File: src/source/lsab_pkg.sv
package lsab_pkg;

  localparam int NUM_FIFOS = 4;
  localparam int PTR_W     = 6; // 64 words per FIFO region
  localparam int SEL_W     = 2;
  localparam int DATA_W    = 32;

  localparam int MAX_LEN             = 63; // one slot kept free
  localparam int BFULL_LEVEL_DEFAULT = 55;

  typedef logic [SEL_W-1:0] fifo_sel_t;

  typedef logic [PTR_W-1:0] ptr_t; // pointer or length

  // fifo number on top, pointer below
  typedef logic [SEL_W+PTR_W-1:0] mem_addr_t;

  typedef logic [DATA_W-1:0] word_t;

endpackage

File: src/source/lsab_mem_if.sv
`timescale 1ns/1ps

interface lsab_mem_if;
  import lsab_pkg::*;

  mem_addr_t waddr;
  logic      we;
  word_t     wdata;
  mem_addr_t raddr;
  logic      re;
  word_t     rdata; // registered in the memory
  fifo_sel_t rsel;  // fifo of the current read

  modport mux (
    output waddr, we, raddr, re, rsel
  );

  modport mem (
    input  waddr, we, wdata, raddr, re,
    output rdata
  );

  modport out (
    input re, rsel, rdata
  );

endinterface

File: src/source/lsab_port_mux.sv
`timescale 1ns/1ps

module lsab_port_mux (
  input  logic                          write,
  input  lsab_pkg::fifo_sel_t           write_fifo,
  input  logic [lsab_pkg::NUM_FIFOS-1:0] read_req,
  input  lsab_pkg::fifo_sel_t           read_fifo,
  input  logic [lsab_pkg::NUM_FIFOS-1:0] wr_ok,
  input  logic [lsab_pkg::NUM_FIFOS-1:0] rd_ok,
  input  lsab_pkg::ptr_t                wr_ptr [lsab_pkg::NUM_FIFOS],
  input  lsab_pkg::ptr_t                rd_ptr [lsab_pkg::NUM_FIFOS],
  output logic [lsab_pkg::NUM_FIFOS-1:0] wr_req,
  output logic [lsab_pkg::NUM_FIFOS-1:0] rd_req,
  lsab_mem_if.mux                       mem
);
  import lsab_pkg::*;

  // one request per fifo
  always_comb begin
    for (int i = 0; i < NUM_FIFOS; i++) begin
      wr_req[i] = write && (write_fifo == fifo_sel_t'(i));
      rd_req[i] = read_req[i] && (read_fifo == fifo_sel_t'(i)); // other bits ignored
    end
  end

  // write side of the shared port
  assign mem.we    = wr_ok[write_fifo];
  assign mem.waddr = {write_fifo, wr_ptr[write_fifo]};

  // read side with the fifo number for the output stage
  assign mem.re    = rd_ok[read_fifo];
  assign mem.raddr = {read_fifo, rd_ptr[read_fifo]};
  assign mem.rsel  = read_fifo;

endmodule

File: src/flat_wrapper.sv
// flat-port wrapper written by rule: the top's interface ports become plain ports
module lsab_port_mux_flat import lsab_pkg::*;
  (write, write_fifo, read_req, read_fifo, wr_ok, rd_ok, wr_ptr, rd_ptr, wr_req, rd_req, mem_waddr, mem_we, mem_raddr, mem_re, mem_rsel);
  lsab_mem_if mem_i ();
  input  logic write;
  input  lsab_pkg::fifo_sel_t write_fifo;
  input  logic [lsab_pkg::NUM_FIFOS-1:0] read_req;
  input  lsab_pkg::fifo_sel_t read_fifo;
  input  logic [lsab_pkg::NUM_FIFOS-1:0] wr_ok;
  input  logic [lsab_pkg::NUM_FIFOS-1:0] rd_ok;
  input  lsab_pkg::ptr_t wr_ptr[lsab_pkg::NUM_FIFOS];
  input  lsab_pkg::ptr_t rd_ptr[lsab_pkg::NUM_FIFOS];
  output logic [lsab_pkg::NUM_FIFOS-1:0] wr_req;
  output logic [lsab_pkg::NUM_FIFOS-1:0] rd_req;
  output wire logic [$bits(mem_i.waddr)-1:0] mem_waddr;
  output wire logic [$bits(mem_i.we)-1:0] mem_we;
  output wire logic [$bits(mem_i.raddr)-1:0] mem_raddr;
  output wire logic [$bits(mem_i.re)-1:0] mem_re;
  output wire logic [$bits(mem_i.rsel)-1:0] mem_rsel;
  assign mem_waddr = mem_i.waddr;
  assign mem_we = mem_i.we;
  assign mem_raddr = mem_i.raddr;
  assign mem_re = mem_i.re;
  assign mem_rsel = mem_i.rsel;
  lsab_port_mux u_core (.write(write), .write_fifo(write_fifo), .read_req(read_req), .read_fifo(read_fifo), .wr_ok(wr_ok), .rd_ok(rd_ok), .wr_ptr(wr_ptr), .rd_ptr(rd_ptr), .wr_req(wr_req), .rd_req(rd_req), .mem(mem_i));
endmodule
File: config.mk
export PLATFORM = sky130hd
export DESIGN_NAME = lsab_port_mux_flat
export DESIGN_NICKNAME = d
export VERILOG_FILES = /design/src/source/lsab_pkg.sv /design/src/source/lsab_mem_if.sv /design/src/source/lsab_port_mux.sv /design/src/flat_wrapper.sv
export SDC_FILE = /design/constraint.sdc
export NUM_CORES = 1
export LEC_CHECK = 0
export ABC_CLOCK_PERIOD_IN_PS = 1300
export BUFFER_PORTS_ARGS = -buffer_cell sky130_fd_sc_hd__buf_2
export CAP_MARGIN = 20
export CORE_ASPECT_RATIO = 1.2
export CORE_UTILIZATION = 26
export DETAILED_ROUTE_END_ITERATION = 8
export PLACE_DENSITY = 0.86
export SYNTH_ARGS = -nofsm -noshare
export SYNTH_HDL_FRONTEND = slang
export SYNTH_SLANG_ARGS = --single-unit
File: constraint.sdc
create_clock -name vclk -period 1.3
set_input_delay 0.26 -clock vclk [all_inputs]
set_output_delay 0.26 -clock vclk [all_outputs]
set_load 0.005 [all_outputs]
Word level (Yosys, flattened, before mapping) --
Index checks and enable logic that the tools add are counted.
Storage, ports and cells: register bits after elaboration 0
Operators by class: order comparisons 4, equality and inequality tests 6, mux-type cells 10, bitwise operators 2, reductions and logical operators 10
Operators with widths (count):
- $bmux W6 S2 | 2
- $mux W6 | 4
- $eq A2 B2 Y1 const B | 4
- $logic_and A1 B1 Y1 | 8
- $ge A3 B3 Y1 const B | 2
- $lt A2 B3 Y1 const B | 2
- $not A2 Y3 | 2
- $bmux W1 S2 | 2
- $eq A2 B1 Y1 const B | 2
- $logic_not A2 Y1 | 2
- $mux W1 | 2

Logic depth before layout (Yosys ltp) --
depth in word-level cells 4, mapped depth 2

Worst setup path before layout --
Ideal clock, no wire load.
kind input to output, start point in read_fifo[0], end point out mem_raddr[0], arrival time 888 ps, data required time 1040 ps, slack 152 ps, stages on the path 2, path buffers 1, cell sequence buf_6 mux4_2
On the way: word-level cells in the longest chain between the ends 4
RTL lines:
- from (decl) | line flat_wrapper.sv:8 | input lsab_pkg::fifo_sel_t read_fifo;
- $not A2 Y3 (not written as such) | line lsab_port_mux.sv:32 | assign mem.raddr = {read_fifo, rd_ptr[read_fifo]};
- $bmux W6 S2 | line lsab_port_mux.sv:32
- $mux W6 (not written as such) (2 in a row) | line lsab_port_mux.sv:32
- to (decl) | line flat_wrapper.sv:17 | output wire logic [$bits(mem_i.raddr)-1:0] mem_raddr;
No other way between the ends. The select of a mux whose other input is x is not followed.

Final worst setup path --
start point in write_fifo[0], end point out mem_waddr[1]
On the way: word-level cells in the longest chain between the ends 4
RTL lines:
- from (decl) | line flat_wrapper.sv:6 | input lsab_pkg::fifo_sel_t write_fifo;
- $not A2 Y3 (not written as such) | line lsab_port_mux.sv:28 | assign mem.waddr = {write_fifo, wr_ptr[write_fifo]};
- $bmux W6 S2 | line lsab_port_mux.sv:28
- $mux W6 (not written as such) (2 in a row) | line lsab_port_mux.sv:28
- to (decl) | line flat_wrapper.sv:15 | output wire logic [$bits(mem_i.waddr)-1:0] mem_waddr;
No other way between the ends. The select of a mux whose other input is x is not followed.

==> metrics.txt <==
outcome finished, final reports clean; Die Width 40.8 um; final-report max-slew violation count 0; startpoint types input port; Worst Hold Class input port to primary output; Die Ht roughly 49 um; number of antenna diodes 0; sw power roughly 95 uW; most common cell in the netlist mux4_2; Max Freq slightly below 0.8 GHz; Worst Hold End mem_rsel[0]; # fillers 163; Register Area 0 um^2; Post-route DRC 0; Lkg Pwr 0.000547 uW; input/output buffers 93; cell row count 16; Global Route Usage Sum approximately 16%; WS Path Type input port to primary output; PnR worst setup slack 40.0 ps; vias in the first global route 658; antenna violations before repair 0; post-detail-place hpwl roughly 1500 um; Seq/Total Area, Yosys 0%; Final ANT Viol Nets 0; Int Pwr 212 uW; die area 0.00198 mm^2; Yosys top cell by area mux4_2; hold_ws 734 ps; Finished Layout Cells 136; detailed-route via count 693; CP Max Fanout 6; layout cell share with drive strength beyond 1 between 90% and 100%; initial drt markers 3; hold_buf cts 0; Via density 5.10; Comb pwr share 100.0%; 1st-pass router iterations 4; RePlAce Congestion 0.667; Worst Hold Launch read_fifo[0]; worst slack, placed -222 ps; Peak VDD IR 0.141 mV; Mapped Nets 97; clkbuf count 0; Final #Nets 185; Area contributors post-synth mux4_2 57%, mux4_1 11%, buf_4 9.6%; Hold Vio Cnt, Final 0; CP arrival 1000 ps; Pwr Density 318 mW/mm^2; Setup crit end kind primary output; RSZ-0062 raised after global routing false; CP Data Required Time 1040 ps; hold path depth 2; Core Util, Final between 50% and 60%; first-pass GRT wire length 2350 um; post-synth top area share 57.4%; Seq cells 0; core area approximately 0.0017 mm^2; average wire per standard cell 13.1 um; Slew headroom 85.0%; initial cell density of the core 28.3%; YS warnings 0; Mapped Area roughly 470 um^2; Seq pwr share 0%; fin crit period 1260 ps; Synth cell types 8; Mapped Cells 32; grt ovf 0; largest net degree at the start of global routing 14; Final Total Pwr 307 uW; count of boundary I/O pins 93; clock network power share 0%; max_cap viols 0; most common library cells after synthesis 12 x mux4_2, 6 x buf_4, 4 x and3b_2; Worst Max-Slew Pin Slew 225 ps; Tcrit/Tclk final 96.9%; DP Cell Count 133; final setup vio count 0; mean post-synth cell area between 10 and 15 um^2; Area growth, synth to finish 106%; sw frac 30.9%; Total Wirelength 1780 um
worst max-delay path: stages:
cell and delay (ps):
buf_12 100, mux4_2 510, buf_6 130
layer usage:
layer	vias to the layer above	global-route usage [%]	share of wire [%]
met5	-	0	0
met4	0	1.11	0
met3	0	0	15
met2	68	35.9	60
met1	317	13.5	25
li1	308	-	-
power groups by stage:
stage,combinational [uW],sequential (uW),clock [uW]
after floorplan,137,0,0
after global placement,267,0,0
after detailed placement,277,0,0
after CTS,291,0,0
after global routing,338,0,0
final,307,0,0
layout make-up:
cell class	instances	area (um^2)	area share [%]
repair buffers	96	559	57.8
multi-input cells	22	385	39.8
well taps	18	22.5	2.33
worst max path at each step:
stage               slack (ps)           from  cells after the start            to
floorplan                  150   read_fifo[0]                      2  mem_raddr[0]
global placement          -200   read_fifo[0]                      3  mem_raddr[5]
detailed placement        -220  write_fifo[0]                      3  mem_waddr[4]
CTS                        0.7  write_fifo[0]                      3  mem_waddr[3]
global route                10  write_fifo[0]                      3  mem_waddr[1]
finish                      40  write_fifo[0]                      3  mem_waddr[1]
kinds of logic after synthesis:
group / Yosys count / share of synthesized area [%]
AND/OR/NAND/NOR: 8 / 14.9
buffers and inverters: 10 / 16.5
multiplexers: 14 / 68.6
repair_timing:
action	in CTS	in global routing
gates resized for setup	9	2
gates cloned	0	2
buffers inserted	1	0
endpoints found under the setup margin	14	8
endpoints found under the hold margin	0	0
per-stage QoR:
| stage | TNS, ps | cell area [um^2] |
|---|---|---|
| 3_5_place_dp | -2470 | 881 |
| 5_1_grt | 0 | 967 |
| 4_1_cts | 0 | 906 |
| 2_1_floorplan | 0 | 470 |
| 6_report | 0 | 967 |
| 3_3_place_gp | -2090 | 881 |
placed cells by master (no fill, tap or decap), drive strengths merged:
cell	netlist	layout
nor3b	2	2
clkbuf	0	2
and3	2	2
mux4	14	14
buf	10	94
and3b	4	4
No activity file was read; power rests on OpenSTA's default activity.
