===== config.mk =====
export PLATFORM = sky130hd
export DESIGN_NAME = lsab_read_out_flat
export DESIGN_NICKNAME = d
export VERILOG_FILES = /design/src/source/lsab_pkg.sv /design/src/source/lsab_mem_if.sv /design/src/source/lsab_read_out.sv /design/src/flat_wrapper.sv
export SDC_FILE = /design/constraint.sdc
export NUM_CORES = 1
export LEC_CHECK = 0
export ABC_AREA = 1
export BUFFER_PORTS_ARGS = -buffer_cell sky130_fd_sc_hd__buf_2
export CAP_MARGIN = 20
export CORE_ASPECT_RATIO = 1.1
export CORE_UTILIZATION = 35
export DETAILED_ROUTE_END_ITERATION = 10
export PLACE_DENSITY = 0.69
export SYNTH_ARGS = -nofsm -noshare
export SYNTH_HDL_FRONTEND = slang
export SYNTH_SLANG_ARGS = --single-unit

===== constraint.sdc =====
create_clock -name CLK -period 2 [get_ports CLK]
set_input_delay 0.3 -clock CLK [delete_from_list [all_inputs] [get_ports CLK]]
set_output_delay 0.3 -clock CLK [all_outputs]
set_load 0.02 [all_outputs]

===== src/source/lsab_pkg.sv =====
package lsab_pkg;

  localparam int NUM_FIFOS = 4;
  localparam int PTR_W     = 6; // 64 words per FIFO region
  localparam int SEL_W     = 2;
  localparam int DATA_W    = 32;

  localparam int MAX_LEN             = 63; // one slot kept free
  localparam int BFULL_LEVEL_DEFAULT = 55;

  typedef logic [SEL_W-1:0] fifo_sel_t;

  typedef logic [PTR_W-1:0] ptr_t; // pointer or length

  // fifo number on top, pointer below
  typedef logic [SEL_W+PTR_W-1:0] mem_addr_t;

  typedef logic [DATA_W-1:0] word_t;

endpackage


===== src/source/lsab_mem_if.sv =====
`timescale 1ns/1ps

interface lsab_mem_if;
  import lsab_pkg::*;

  mem_addr_t waddr;
  logic      we;
  word_t     wdata;
  mem_addr_t raddr;
  logic      re;
  word_t     rdata; // registered in the memory
  fifo_sel_t rsel;  // fifo of the current read

  modport mux (
    output waddr, we, raddr, re, rsel
  );

  modport mem (
    input  waddr, we, wdata, raddr, re,
    output rdata
  );

  modport out (
    input re, rsel, rdata
  );

endinterface


===== src/source/lsab_read_out.sv =====
`timescale 1ns/1ps

module lsab_read_out (
  input  logic           CLK,
  input  logic           RST,
  lsab_mem_if.out        mem,
  output lsab_pkg::word_t out_0,
  output lsab_pkg::word_t out_1,
  output lsab_pkg::word_t out_2,
  output lsab_pkg::word_t out_3
);
  import lsab_pkg::*;

  logic      re_d;   // read issued last cycle
  fifo_sel_t rsel_d; // and its fifo

  always_ff @(posedge CLK) begin
    if (!RST) begin
      re_d   <= 1'b0;
      rsel_d <= '0;
      out_0  <= '0;
      out_1  <= '0;
      out_2  <= '0;
      out_3  <= '0;
    end else begin
      re_d   <= mem.re;
      rsel_d <= mem.rsel;
      if (re_d) begin
        case (rsel_d)
          2'd0:    out_0 <= mem.rdata;
          2'd1:    out_1 <= mem.rdata;
          2'd2:    out_2 <= mem.rdata;
          default: out_3 <= mem.rdata;
        endcase
      end
    end
  end

endmodule


===== src/flat_wrapper.sv =====
// flat-port wrapper written by rule: the top's interface ports become plain ports
module lsab_read_out_flat import lsab_pkg::*;
  (CLK, RST, out_0, out_1, out_2, out_3, mem_re, mem_rsel, mem_rdata);
  lsab_mem_if mem_i ();
  input  logic CLK;
  input  logic RST;
  output lsab_pkg::word_t out_0;
  output lsab_pkg::word_t out_1;
  output lsab_pkg::word_t out_2;
  output lsab_pkg::word_t out_3;
  input wire logic [$bits(mem_i.re)-1:0] mem_re;
  input wire logic [$bits(mem_i.rsel)-1:0] mem_rsel;
  input wire logic [$bits(mem_i.rdata)-1:0] mem_rdata;
  assign mem_i.re = mem_re;
  assign mem_i.rsel = mem_rsel;
  assign mem_i.rdata = mem_rdata;
  lsab_read_out u_core (.CLK(CLK), .RST(RST), .mem(mem_i), .out_0(out_0), .out_1(out_1), .out_2(out_2), .out_3(out_3));
endmodule

-- Word level (Yosys, flattened, before mapping)
Index checks and enable logic that the tools add are counted.
W data, S select, Z words.
- add/subtract/negate cells: 0
- $mul: 0
- divide/modulo/power cells: 0
- magnitude comparators: 0
- equality and inequality tests: 2
- shift operators: 0
- mux-type cells: 0
- bitwise gates (word level): 1
- reduce and logical (&&, ||, !) cells: 6
- operator list (operator ; number):
    $reduce_and A2 Y1 ; 4
    $reduce_or A3 Y1 ; 1
    $eq A2 B1 Y1 const B ; 1
    $eq A2 B2 Y1 const B ; 1
    $logic_not A2 Y1 ; 1
    $not A1 Y1 ; 1
- register bits after elaboration: 131
- bits in latches: 0
- RAM bits: 0
- memory bits (read-only): 0
- input bits: 37
- output and inout bits: 128
- word-level logic and storage cells: 15
- memories kept: 0

-- Longest topological paths before layout
- depth after elaboration: 4
- depth in mapped cells: 6
- mapped depth without buffers: 5

-- Worst setup path before layout
OpenSTA, ideal clock, no wires.
- path type: reg-to-reg
- start: register u_core.rsel_d[0]
- end: register u_core.out_0[23]
- setup time: 0.115 ns
- arrival time: 0.951 ns
- data required time: 1.885 ns
- setup slack: 0.934 ns
- cell stages (with the launch flop): 6
- buffers on the path: 1
- clock period less this slack: 1.066 ns
- path through: dfxtp_1 nor2_2 buf_2 nand3_1 nand2_1 nor2_1
- longest elaborated chain between the ends: 2
- RTL lines (what ; line ; text):
    start, declared ; lsab_read_out.sv:15 ; fifo_sel_t rsel_d;
    start signal, assigned ; lsab_read_out.sv:27 ; rsel_d <= mem.rsel;
    $logic_not A2 Y1 ; lsab_read_out.sv:29 ; case (rsel_d)
    $reduce_and A2 Y1 (no line) ; n/a ;
    end signal, assigned ; lsab_read_out.sv:30 ; 2'd0: out_0 <= mem.rdata;
    end, declared ; lsab_read_out.sv:7 ; output lsab_pkg::word_t out_0,
No other way between the ends.
A chain may end at the register's enable or synchronous reset.

-- Worst setup path in the final report
- start: register u_core.rsel_d[0]
- end: register u_core.out_2[6]
- longest elaborated chain between the ends: 2
- RTL lines (what ; line ; text):
    $eq A2 B2 Y1 ; lsab_read_out.sv:29 ;
    $reduce_and A2 Y1 (no line) ; n/a ;
    end signal, assigned ; lsab_read_out.sv:32 ; 2'd2: out_2 <= mem.rdata;
    end, declared ; lsab_read_out.sv:9 ; output lsab_pkg::word_t out_2,
No other way between the ends.

==> metrics.md <==
| Metric | Value |
|---|---|
| CP most frequent cell | `nand2_1` |
| Status | `finished clean` |
| Hold depth | `3` |
| Netlist Area Pre-Place | `5389 um^2` |
| First-pass GRT wire length | `22160 um` |
| RSZ-0062 raised after global routing | `no` |
| Share of cells above drive strength 1 | `21.37%` |
| 1st-pass router iterations | `4` |
| Routed wire length | `13740 um` |
| Starting Density | `35.80%` |
| Yosys reg bits | `131` |
| Die X | `120.3 um` |
| Post-Place Cell Area | `6406 um^2` |
| Syn Inst Count | `829` |
| Initial antenna violation count | `0` |
| Cts bufs inserted | `17` |
| Gr usage total | `17.59%` |
| Min cycle time layout | `1.331 ns` |
| Final worst path period share | `66.57%` |
| Critical path arrival | `1.64 ns` |
| Setup Crit Path Kind | `reg -> reg` |
| Crit path launch type | `flop` |
| Setup violators final | `0` |
| Pin count of the biggest net entering global routing | `65` |
| CTS resizes | `0` |
| Hold-fix buffers at CTS | `0` |
| DR vias | `5003` |
| Antenna viol nets, final | `0` |
| Fin. max-slew vios | `0` |
| CP Depth | `6` |
| Worst-Margin Slew | `0.4984 ns` |
| CTS HTree Levels | `4` |
| Worst Path Max Fanout | `40` |
| Max Fclk | `751.1 MHz` |
| Syn Area/Cell | `6.501 um^2` |
| Max_cap viols | `0` |
| Vias in the first global route | `4443` |
| Post-CTS Setup Inserts | `0` |
| Synth-to-Final Area Change | `30.09%` |
| Slowest CP cell | `dfxtp_1` |
| Hold Vio Cnt, Final | `0` |
| TritonCTS Sinks | `131` |
| Total grt overflow | `0` |
| Syn Nets | `866` |
| CP bufs+invs | `2` |
| Slowest stage delay, CP | `0.43 ns` |
| Fillers | `1637` |
| CTS tree | `built` |
| Unique masters post-synth | `11` |
| Sequential fraction of the synthesis area | `48.66%` |
| Clk_skew | `0.005526 ns` |
| Ant diodes | `0` |
| Port Buf Inserts | `164` |
| Nets@finish | `1016` |
| Placed Instances | `1156` |
| Ys Warns | `0` |
| Max clock buf depth | `2` |
| Drt wl/cell | `11.56 um` |
| Iteration-0 DRC Markers | `290` |
| DRC viols | `0` |
| Core Area | `15050 um^2` |
| Die Area | `15900 um^2` |
| Maximum VDD drop | `0.0004692 V` |
| PD cells | `928.3 nW/um^2` |
| Via density | `4.211` |
| Worst setup EP type | `flop` |
| CP top delay family | `buffers and inverters` |
| Critical Path RT | `2.31 ns` |
| Placer Congestion | `0.7919` |
| Leakage dissipation | `0.004129 uW` |
| Row cnt | `47` |
| CTS clock-pin slew for the worst setup and hold paths | `0.06 ns` |
| Fin area | `7010 um^2` |
| Final std cells w/o fill | `1188` |
| Worst-Skew Late Latency | `0.41 ns` |
| Die height | `132.1 um` |
| Clock root buffer | `clkbuf_16` |
| Worst reg2reg path depth | `6` |
| Critical Path, Cell by Cell | `inv_1, nand3_2, buf_4, nand2_1, nand2_1, nor2_1` |
| I/O pins | `165` |
| Slew margin rel. | `66.77%` |
| HPWL Detailed | `9281 um` |
| Min-Delay Path Class | `in -> reg` |
| TNS Setup | `0 ns` |
cells in the mapped netlist, drive strengths merged:
| cell | instances | area share [%] |
|---|---|---|
| nand2 | 227 | 16 |
| inv | 133 | 9.3 |
| dfxtp | 131 | 49 |
| a21oi | 32 | 3.0 |
| buf | 38 | 3.5 |
| clkbuf | 8 | 0.56 |
| nand3 | 35 | 3.5 |
| nor2 | 225 | 16 |
path summary, 6_finish.rpt:
| path | from | end | slack, ns |
|---|---|---|---|
| setup reg to reg | u_core.rsel_d[0] | u_core.out_2[6] | 0.67 |
| hold reg to reg | u_core.out_0[6] | u_core.out_0[6] | 0.47 |
| hold / removal | mem_rsel[0] | u_core.rsel_d[0] | 0.07 |
| setup / recovery | u_core.rsel_d[0] | u_core.out_2[6] | 0.67 |
layout by cell type (no fill, tap or decap):
cell	instances
clkbuf_8	3
clkinvlp_4	2
clkbuf_16	17
nor2_1	224
buf_2	163
nand3_2	3
dfxtp_1	130
nor2_4	1
clkbuf_1	2
buf_12	5
nand2_1	227
bufinv_16	3
nand3_1	32
inv_1	133
clkinv_2	5
a21oi_1	32
dfxtp_2	1
buf_4	9
report_power, final:
part | internal, uW | switching (uW)
registers | 2700 | 47.7
clock network | 2050 | 1110
logic | 199 | 403
through the flow:
step	power, uW	hold slack (ns)	setup WS, ns	utilization (%)
finish	6507	0.07139	0.6687	46.57
global route	6774	0.07726	0.5166	46.57
CTS	6596	0.04862	0.6431	46.57
detailed placement	3411	0.4653	0.6956	42.55
global placement	3402	0.4558	0.7510	42.55
floorplan	3176	0.3976	0.9344	-
routing by layer:
layer / GRT usage, % / part of all wire [%]
met5: 0 / 0
met4: 7.339 / 1.4
met3: 5.190 / 6.5
met2: 27.55 / 45
met1: 22.48 / 47
layout make-up:
class	instances	area, um^2	share of cell area (%)
clock buffer	22	474.2	6.764
clock inverter	10	130.1	1.856
tap	196	245.2	3.498
inverter	133	499.2	7.121
sequential	131	2624	37.43
multi-input combinational	519	2054	29.31
timing repair buffer	177	983.4	14.03
sequential cells by signal, summed over array words and instances, names as in the netlist:
signal,cells
u_core.out_2,32
u_core.re_d,1
u_core.rsel_d,2
u_core.out_3,32
u_core.out_0,32
u_core.out_1,32
cells by family (layout without fill, tap and decap cells):
| logic type | after synthesis | count (layout) | share of synthesized area [%] |
|---|---|---|---|
| AOI/OAI and AO/OA | 32 | 32 | 2.972 |
| DFF | 131 | 131 | 48.67 |
| buffers and inverters | 179 | 342 | 13.30 |
| and+or+nand+nor | 487 | 487 | 35.06 |
worst min-delay path: stages:
cell and delay (ns):
buf_2 0.07, nand2_1 0.04, inv_1 0.04
No activity file was read; power rests on OpenSTA's default activity.
