<file path="config.mk">
export PLATFORM = sky130hd
export DESIGN_NAME = lsab_fifo_ctrl
export DESIGN_NICKNAME = d
export VERILOG_FILES = /design/src/source/lsab_pkg.sv /design/src/source/lsab_fifo_ctrl.sv
export SDC_FILE = /design/constraint.sdc
export NUM_CORES = 1
export LEC_CHECK = 0
export BUFFER_PORTS_ARGS = -buffer_cell sky130_fd_sc_hd__buf_4
export CORE_UTILIZATION = 45
export DETAILED_ROUTE_END_ITERATION = 10
export PLACE_DENSITY = 0.66
export SLEW_MARGIN = 30
export SYNTH_ARGS = -nofsm -noshare
export SYNTH_HDL_FRONTEND = slang
export SYNTH_SLANG_ARGS = --single-unit
export TNS_END_PERCENT = 20
</file>
<file path="constraint.sdc">
create_clock -name CLK -period 3.2 [get_ports CLK]
set_clock_uncertainty 0.15 [all_clocks]
set_input_delay 0.32 -clock CLK [delete_from_list [all_inputs] [get_ports CLK]]
set_output_delay 0.32 -clock CLK [all_outputs]
set_load 0.05 [all_outputs]
</file>
<file path="src/source/lsab_pkg.sv">
package lsab_pkg;

  localparam int NUM_FIFOS = 4;
  localparam int PTR_W     = 6; // 64 words per FIFO region
  localparam int SEL_W     = 2;
  localparam int DATA_W    = 32;

  localparam int MAX_LEN             = 63; // one slot kept free
  localparam int BFULL_LEVEL_DEFAULT = 55;

  typedef logic [SEL_W-1:0] fifo_sel_t;

  typedef logic [PTR_W-1:0] ptr_t; // pointer or length

  // fifo number on top, pointer below
  typedef logic [SEL_W+PTR_W-1:0] mem_addr_t;

  typedef logic [DATA_W-1:0] word_t;

endpackage

</file>
<file path="src/source/lsab_fifo_ctrl.sv">
`timescale 1ns/1ps

module lsab_fifo_ctrl #(
  parameter int BFULL_LEVEL = lsab_pkg::BFULL_LEVEL_DEFAULT
) (
  input  logic           CLK,
  input  logic           RST,
  input  logic           wr_req,
  input  logic           rd_req,
  output logic           wr_ok,
  output logic           rd_ok,
  output lsab_pkg::ptr_t wr_ptr,
  output lsab_pkg::ptr_t rd_ptr,
  output logic           bfull
);
  import lsab_pkg::*;

  ptr_t len;
  ptr_t len_next;
  logic empty;
  logic full;

  // requests against a full or empty fifo are dropped
  assign wr_ok = wr_req && !full;
  assign rd_ok = rd_req && !empty;

  always_comb begin
    case ({rd_ok, wr_ok})
      2'b10: begin
        len_next = len - 1'b1;
      end
      2'b01: begin
        len_next = len + 1'b1;
      end
      default: begin
        len_next = len; // idle, or read and write cancel out
      end
    endcase
  end

  // flags come from the next length, so they are valid right after the edge
  always_ff @(posedge CLK) begin
    if (!RST) begin
      len    <= '0;
      wr_ptr <= '0;
      rd_ptr <= '0;
      empty  <= 1'b1;
      full   <= 1'b0;
      bfull  <= 1'b0;
    end else begin
      len   <= len_next;
      empty <= (len_next == '0);
      full  <= (len_next == ptr_t'(MAX_LEN));
      bfull <= (len_next >= ptr_t'(BFULL_LEVEL)); // near-full threshold

      if (wr_ok) begin
        wr_ptr <= wr_ptr + 1'b1; // wraps inside the 64-word region
      end
      if (rd_ok) begin
        rd_ptr <= rd_ptr + 1'b1;
      end
    end
  end

endmodule

</file>
# Word-level counts from Yosys, hierarchy flattened
# Cells that the tools add are included.
# totals
mem_bits_ro	0
mem_bits_rw	0
n_memories	0
latchBits	0
ff_bits	21
word_cells	20
# classes
bitwise	0
n_addsub	4
n_div	0
n_eq_ne	3
n_mul	0
magnitude_cmp	1
shifts	0
muxes	1
n_reduce_logical	5
# op_table
op	count
adder 6 x 1 -> 6 bit, second input constant	3
one-hot mux 6 bit (2 select lines)	1
equality test 6 bit, second input constant	1
>= comparator 6 bit, second input constant	1
logical NOT 6 bit	1
subtractor 6 x 1 -> 6 bit, second input constant	1
equality test 2 x 1 -> 1 bit, second input constant	1
equality test 2 bit, second input constant	1
logical AND 1 bit	2
logical NOT 1 bit	2

# Longest topological paths before layout
# logic_depth
depth_word	5
mapped_depth	11
mapped_depth_nobuf	10

# Worst setup path after synthesis
# Ideal clock, no wire load.
# synth_timing
path_kind	input-to-reg
startpoint	in wr_req
endpoint	reg empty
path_buffers	1
setup_ns	0.096
t_arrival_ns	2.405
path_stages	10
required_time_ns	2.954
path_slack_ns	0.549
cell_sequence	nor2b_1 > buf_2 > ha_1 > inv_1 > ha_1 > o211ai_1 > or3_1 > o2111ai_2 > nand2_2 > o41ai_2
# synth_between
elab_chain_cells	4
elab_cells_between_ends	5
cone_classes	eq/ne: 2; mux: 1; reduce/logical: 2
# synth_rtl
element	line_no	source
start: declaration	lsab_fifo_ctrl.sv:8	input logic wr_req,
logical AND 1 bit (*)	lsab_fifo_ctrl.sv:24	assign wr_ok = wr_req && !full;
net wr_ok	lsab_fifo_ctrl.sv:10	output logic wr_ok,
equality test 2 x 1 -> 1 bit / equality test 2 bit (equally long branches)	lsab_fifo_ctrl.sv:28	case ({rd_ok, wr_ok})
one-hot mux 6 bit (2 select lines) (*)	lsab_fifo_ctrl.sv:28	
logical NOT 6 bit (*)	lsab_fifo_ctrl.sv:52	empty <= (len_next == '0);
end signal: assignment	lsab_fifo_ctrl.sv:52	
end: declaration	lsab_fifo_ctrl.sv:20	logic empty;
# Mark *: on every way through the listed nets, which the timed path passes. The rest lies on a longest branch.
# A chain may end at the register's enable or synchronous reset.

# Final worst setup path
# layout_timing
startpoint	reg full
endpoint	reg empty
# layout_between
elab_chain_cells	5
elab_cells_between_ends	6
cone_classes	eq/ne: 2; mux: 1; reduce/logical: 3
# layout_rtl
element	line_no	source
start: declaration	lsab_fifo_ctrl.sv:21	logic full;
start signal: assignment	lsab_fifo_ctrl.sv:53	full <= (len_next == ptr_t'(MAX_LEN));
logical NOT 1 bit (*)	lsab_fifo_ctrl.sv:24	
logical AND 1 bit (*)	lsab_fifo_ctrl.sv:24	
equality test 2 x 1 -> 1 bit / equality test 2 bit (equally long branches)	lsab_fifo_ctrl.sv:28	
one-hot mux 6 bit (2 select lines) (*)	lsab_fifo_ctrl.sv:28	
logical NOT 6 bit (*)	lsab_fifo_ctrl.sv:52	
# Mark *: on every way between the ends. The rest lies on a longest branch, timed or not.

==> out/metrics.csv <==
stage;metric;value;unit
cts;tritoncts;built;
timing;setup_tns;0;ns
floorplanning;placementRows;17;
pwr;power_density;649;mW/mm²
drt;vias_per_cell;5.16;
drt;drcViolationCount;0;
timing;timing.final.crit_share;0.804;
worst_setup_path;worstSetupEndpointType;flip-flop;
pwr;irDropWorstVdd;0.379;mV
cts;ctsHoldBuffers;0;
finish;syn_to_final_growth;17.5;%
timing;whs;0.0696;ns
hold_path;hold_end;empty$_SDFF_PN1_;
hold_path;hp-class;primary input to flip-flop;
run_status;status;finished clean;
floorplanning;die_area;0.00260;mm²
yosys;synth_area_per_cell;8.86;µm²
floorplanning;die_x;51.0;µm
yosys;synth-seq-cells;21;
yosys;ys_async_sr_fraction;0;
yosys;netlist_area;0.00108;mm²
drt;drtPass1Iterations;4;
yosys;yosysSeqAreaShare;0.389;
worst_setup_path;regToRegSetupSlack;0.63;ns
worst_setup_path;crit_required;3.26;ns
cts;root_buffer;clkbuf_4;
place;dp_cells;165;
grt;track_usage;0.173;
cts;clock_sinks;21;
floorplanning;die_h;51.0;µm
grt;overflow;0;
timing;layout_min_cycle_time;2.57;ns
drt;post_drt_wl_per_cell;11.9;µm
yosys;synth_enable_flop_cells;0;
grt;grt_pass1_wl;3.37;mm
pwr;total_power;0.824;mW
pwr;leakage;0.527;nW
worst_setup_path;regToRegEndpoint;empty$_SDFF_PN1_;
worst_setup_path;cp_max_fo;5;
cts;clock_latency;0.30;ns
job;maxCapViolations;0;
worst_setup_path;critPathLaunchType;flip-flop;
cts;ctsResizeCount;0;
finish;drive_gt1_frac;0.199;
worst_setup_path;worst-setup-path-type;flip-flop to flip-flop;
timing;setup_viol;0;
timing;clock.fmax;389;MHz
timing;max-slew-margin-rel;0.669;
place;portBuffers;18;
cts;cts_max_path_buffers;2;
drt;detail-route-antenna-nets;0;
timing;tightestPinTransition;0.494;ns
finish;fin_cells;169;
cts;htreeDepth;1;
worst_setup_path;crit-reg2reg-launch;full$_SDFF_PN0_;
yosys;ys_types;34;
yosys;synthFlopType;dfxtp_1;
drt;drt_wl_total;2.01;mm
hold_path;whs_path_depth;2;
cts;post_cts_buffers;0;
hold_path;hp-start;RST;
worst_setup_path;reg2regPathDepth;9;
timing;hold_violations;0;
floorplanning;ios;19;
yosys;synth_warnings;0;
finish;fillers;208;
place;dp_hpwl;1.52;mm
grt;antenna_found_initial;0;
place;routabilityCongestion;0.807;
drt;num_vias;872;
floorplanning;core;0.00223;mm²
yosys;syn-num-nets;134;
finish;finalNetCount;154;
cts;cts_buffers;3;
drt;drtIter0Drc;11;
yosys;syn_inst;122;
timing;drv_slew;0;
floorplanning;start_util;0.484;
grt;grt_pass1_vias;784;
grt;grt_max_degree;18;
timing;rsz0062_at_grt;false;
cts;clkTransAtPathRegs;0.11;ns
finish;antenna_cells;0;
worst_setup_path;crit_arrival;2.63;ns
## routing by layer
| metal | GRT usage | wire (µm) | vias to the layer above |
|---|---|---|---|
| met5 | 0 | 0 | - |
| met4 | 0.0417 | 13 | 0 |
| met3 | 0.0446 | 72 | 2 |
| met2 | 0.276 | 861 | 18 |
| met1 | 0.230 | 1070 | 395 |
| li1 | - | - | 457 |
## registers in the layout, summed over array words and instances (netlist names)
signal  flops
bfull       1
wr_ptr      6
full        1
len         6
rd_ptr      6
empty       1
## kinds of logic (layout without fill, tap and decap cells)
family,after synthesis,in the layout,share of synthesized area
adders and majority gates,8,8,0.0995
xor gates and xnor gates,12,12,0.0972
DFF,21,21,0.389
muxes,3,3,0.0278
and+or+nand+nor,47,47,0.209
AOI/OAI and AO/OA,20,20,0.135
buffers and inverters,11,30,0.0417
## worst max-delay path by stage
stage	startpoint	to	depth (start not counted)
floorplan	wr_req	empty$_SDFF_PN1_	10
global placement	wr_req	empty$_SDFF_PN1_	10
detailed placement	wr_req	empty$_SDFF_PN1_	10
CTS	full$_SDFF_PN0_	empty$_SDFF_PN1_	9
global route	full$_SDFF_PN0_	empty$_SDFF_PN1_	9
finish	full$_SDFF_PN0_	empty$_SDFF_PN1_	9
## layout by cell type (no fill, tap or decap), drive strengths merged
master / instances
nor2: 21
dfxtp: 21
buf: 20
xor2: 8
a21oi: 7
ha: 7
nand2: 7
inv: 5
xnor2: 4
nand4: 4
o21ai: 4
clkbuf: 4
mux2i: 3
or3: 3
nor4: 3
nor2b: 2
nand2b: 2
o211ai: 2
a211oi: 2
and2: 2
clkinv: 1
nand3: 1
o31a: 1
o21a: 1
a41oi: 1
o2111ai: 1
nor3: 1
nor3b: 1
o41ai: 1
fa: 1
## layout make-up
type	count	area (µm²)	area share
inverter	6	22.5	0.0177
sequential	21	420	0.331
timing repair buffer	20	150	0.118
clock buffer	4	26.3	0.0207
multi-input combinational	90	616	0.485
tap	28	35.0	0.0276
## critical path, stage by stage (launching register included)
cell	delay, ns
dfxtp_1	0.32
nor2b_1	0.20
ha_1	0.29
inv_1	0.12
ha_1	0.37
o211ai_1	0.16
or3_1	0.38
o2111ai_2	0.11
nand2_2	0.07
o41ai_2	0.32
## stage by stage
stage                     setup WS [ns]   util  instance area [µm²]
after floorplan                   0.549      -                 1080
after global placement            0.609  0.557                 1240
after detailed placement          0.511  0.557                 1240
after CTS                         0.617  0.569                 1270
after global routing              0.477  0.569                 1270
final                             0.627  0.569                 1270
## power by group
part,switching (mW),total [mW],leakage (nW),internal (mW)
Sequential,0.0362,0.332,0.171,0.296
Clock,0.0775,0.126,0.0150,0.0485
Combinational,0.218,0.366,0.340,0.148
## cells in the mapped netlist (3+ instances only)
cell | count | share of area
a21oi_1 | 7 | 0.032
buf_2 | 3 | 0.014
dfxtp_1 | 21 | 0.39
ha_1 | 7 | 0.081
inv_1 | 5 | 0.017
mux2i_1 | 3 | 0.028
nand2_1 | 6 | 0.021
nand4_1 | 4 | 0.023
nor2_1 | 21 | 0.073
nor4_1 | 3 | 0.017
o21ai_0 | 3 | 0.014
or3_1 | 3 | 0.017
xnor2_1 | 4 | 0.032
xor2_1 | 8 | 0.065
No activity file was read; power rests on OpenSTA's default activity.
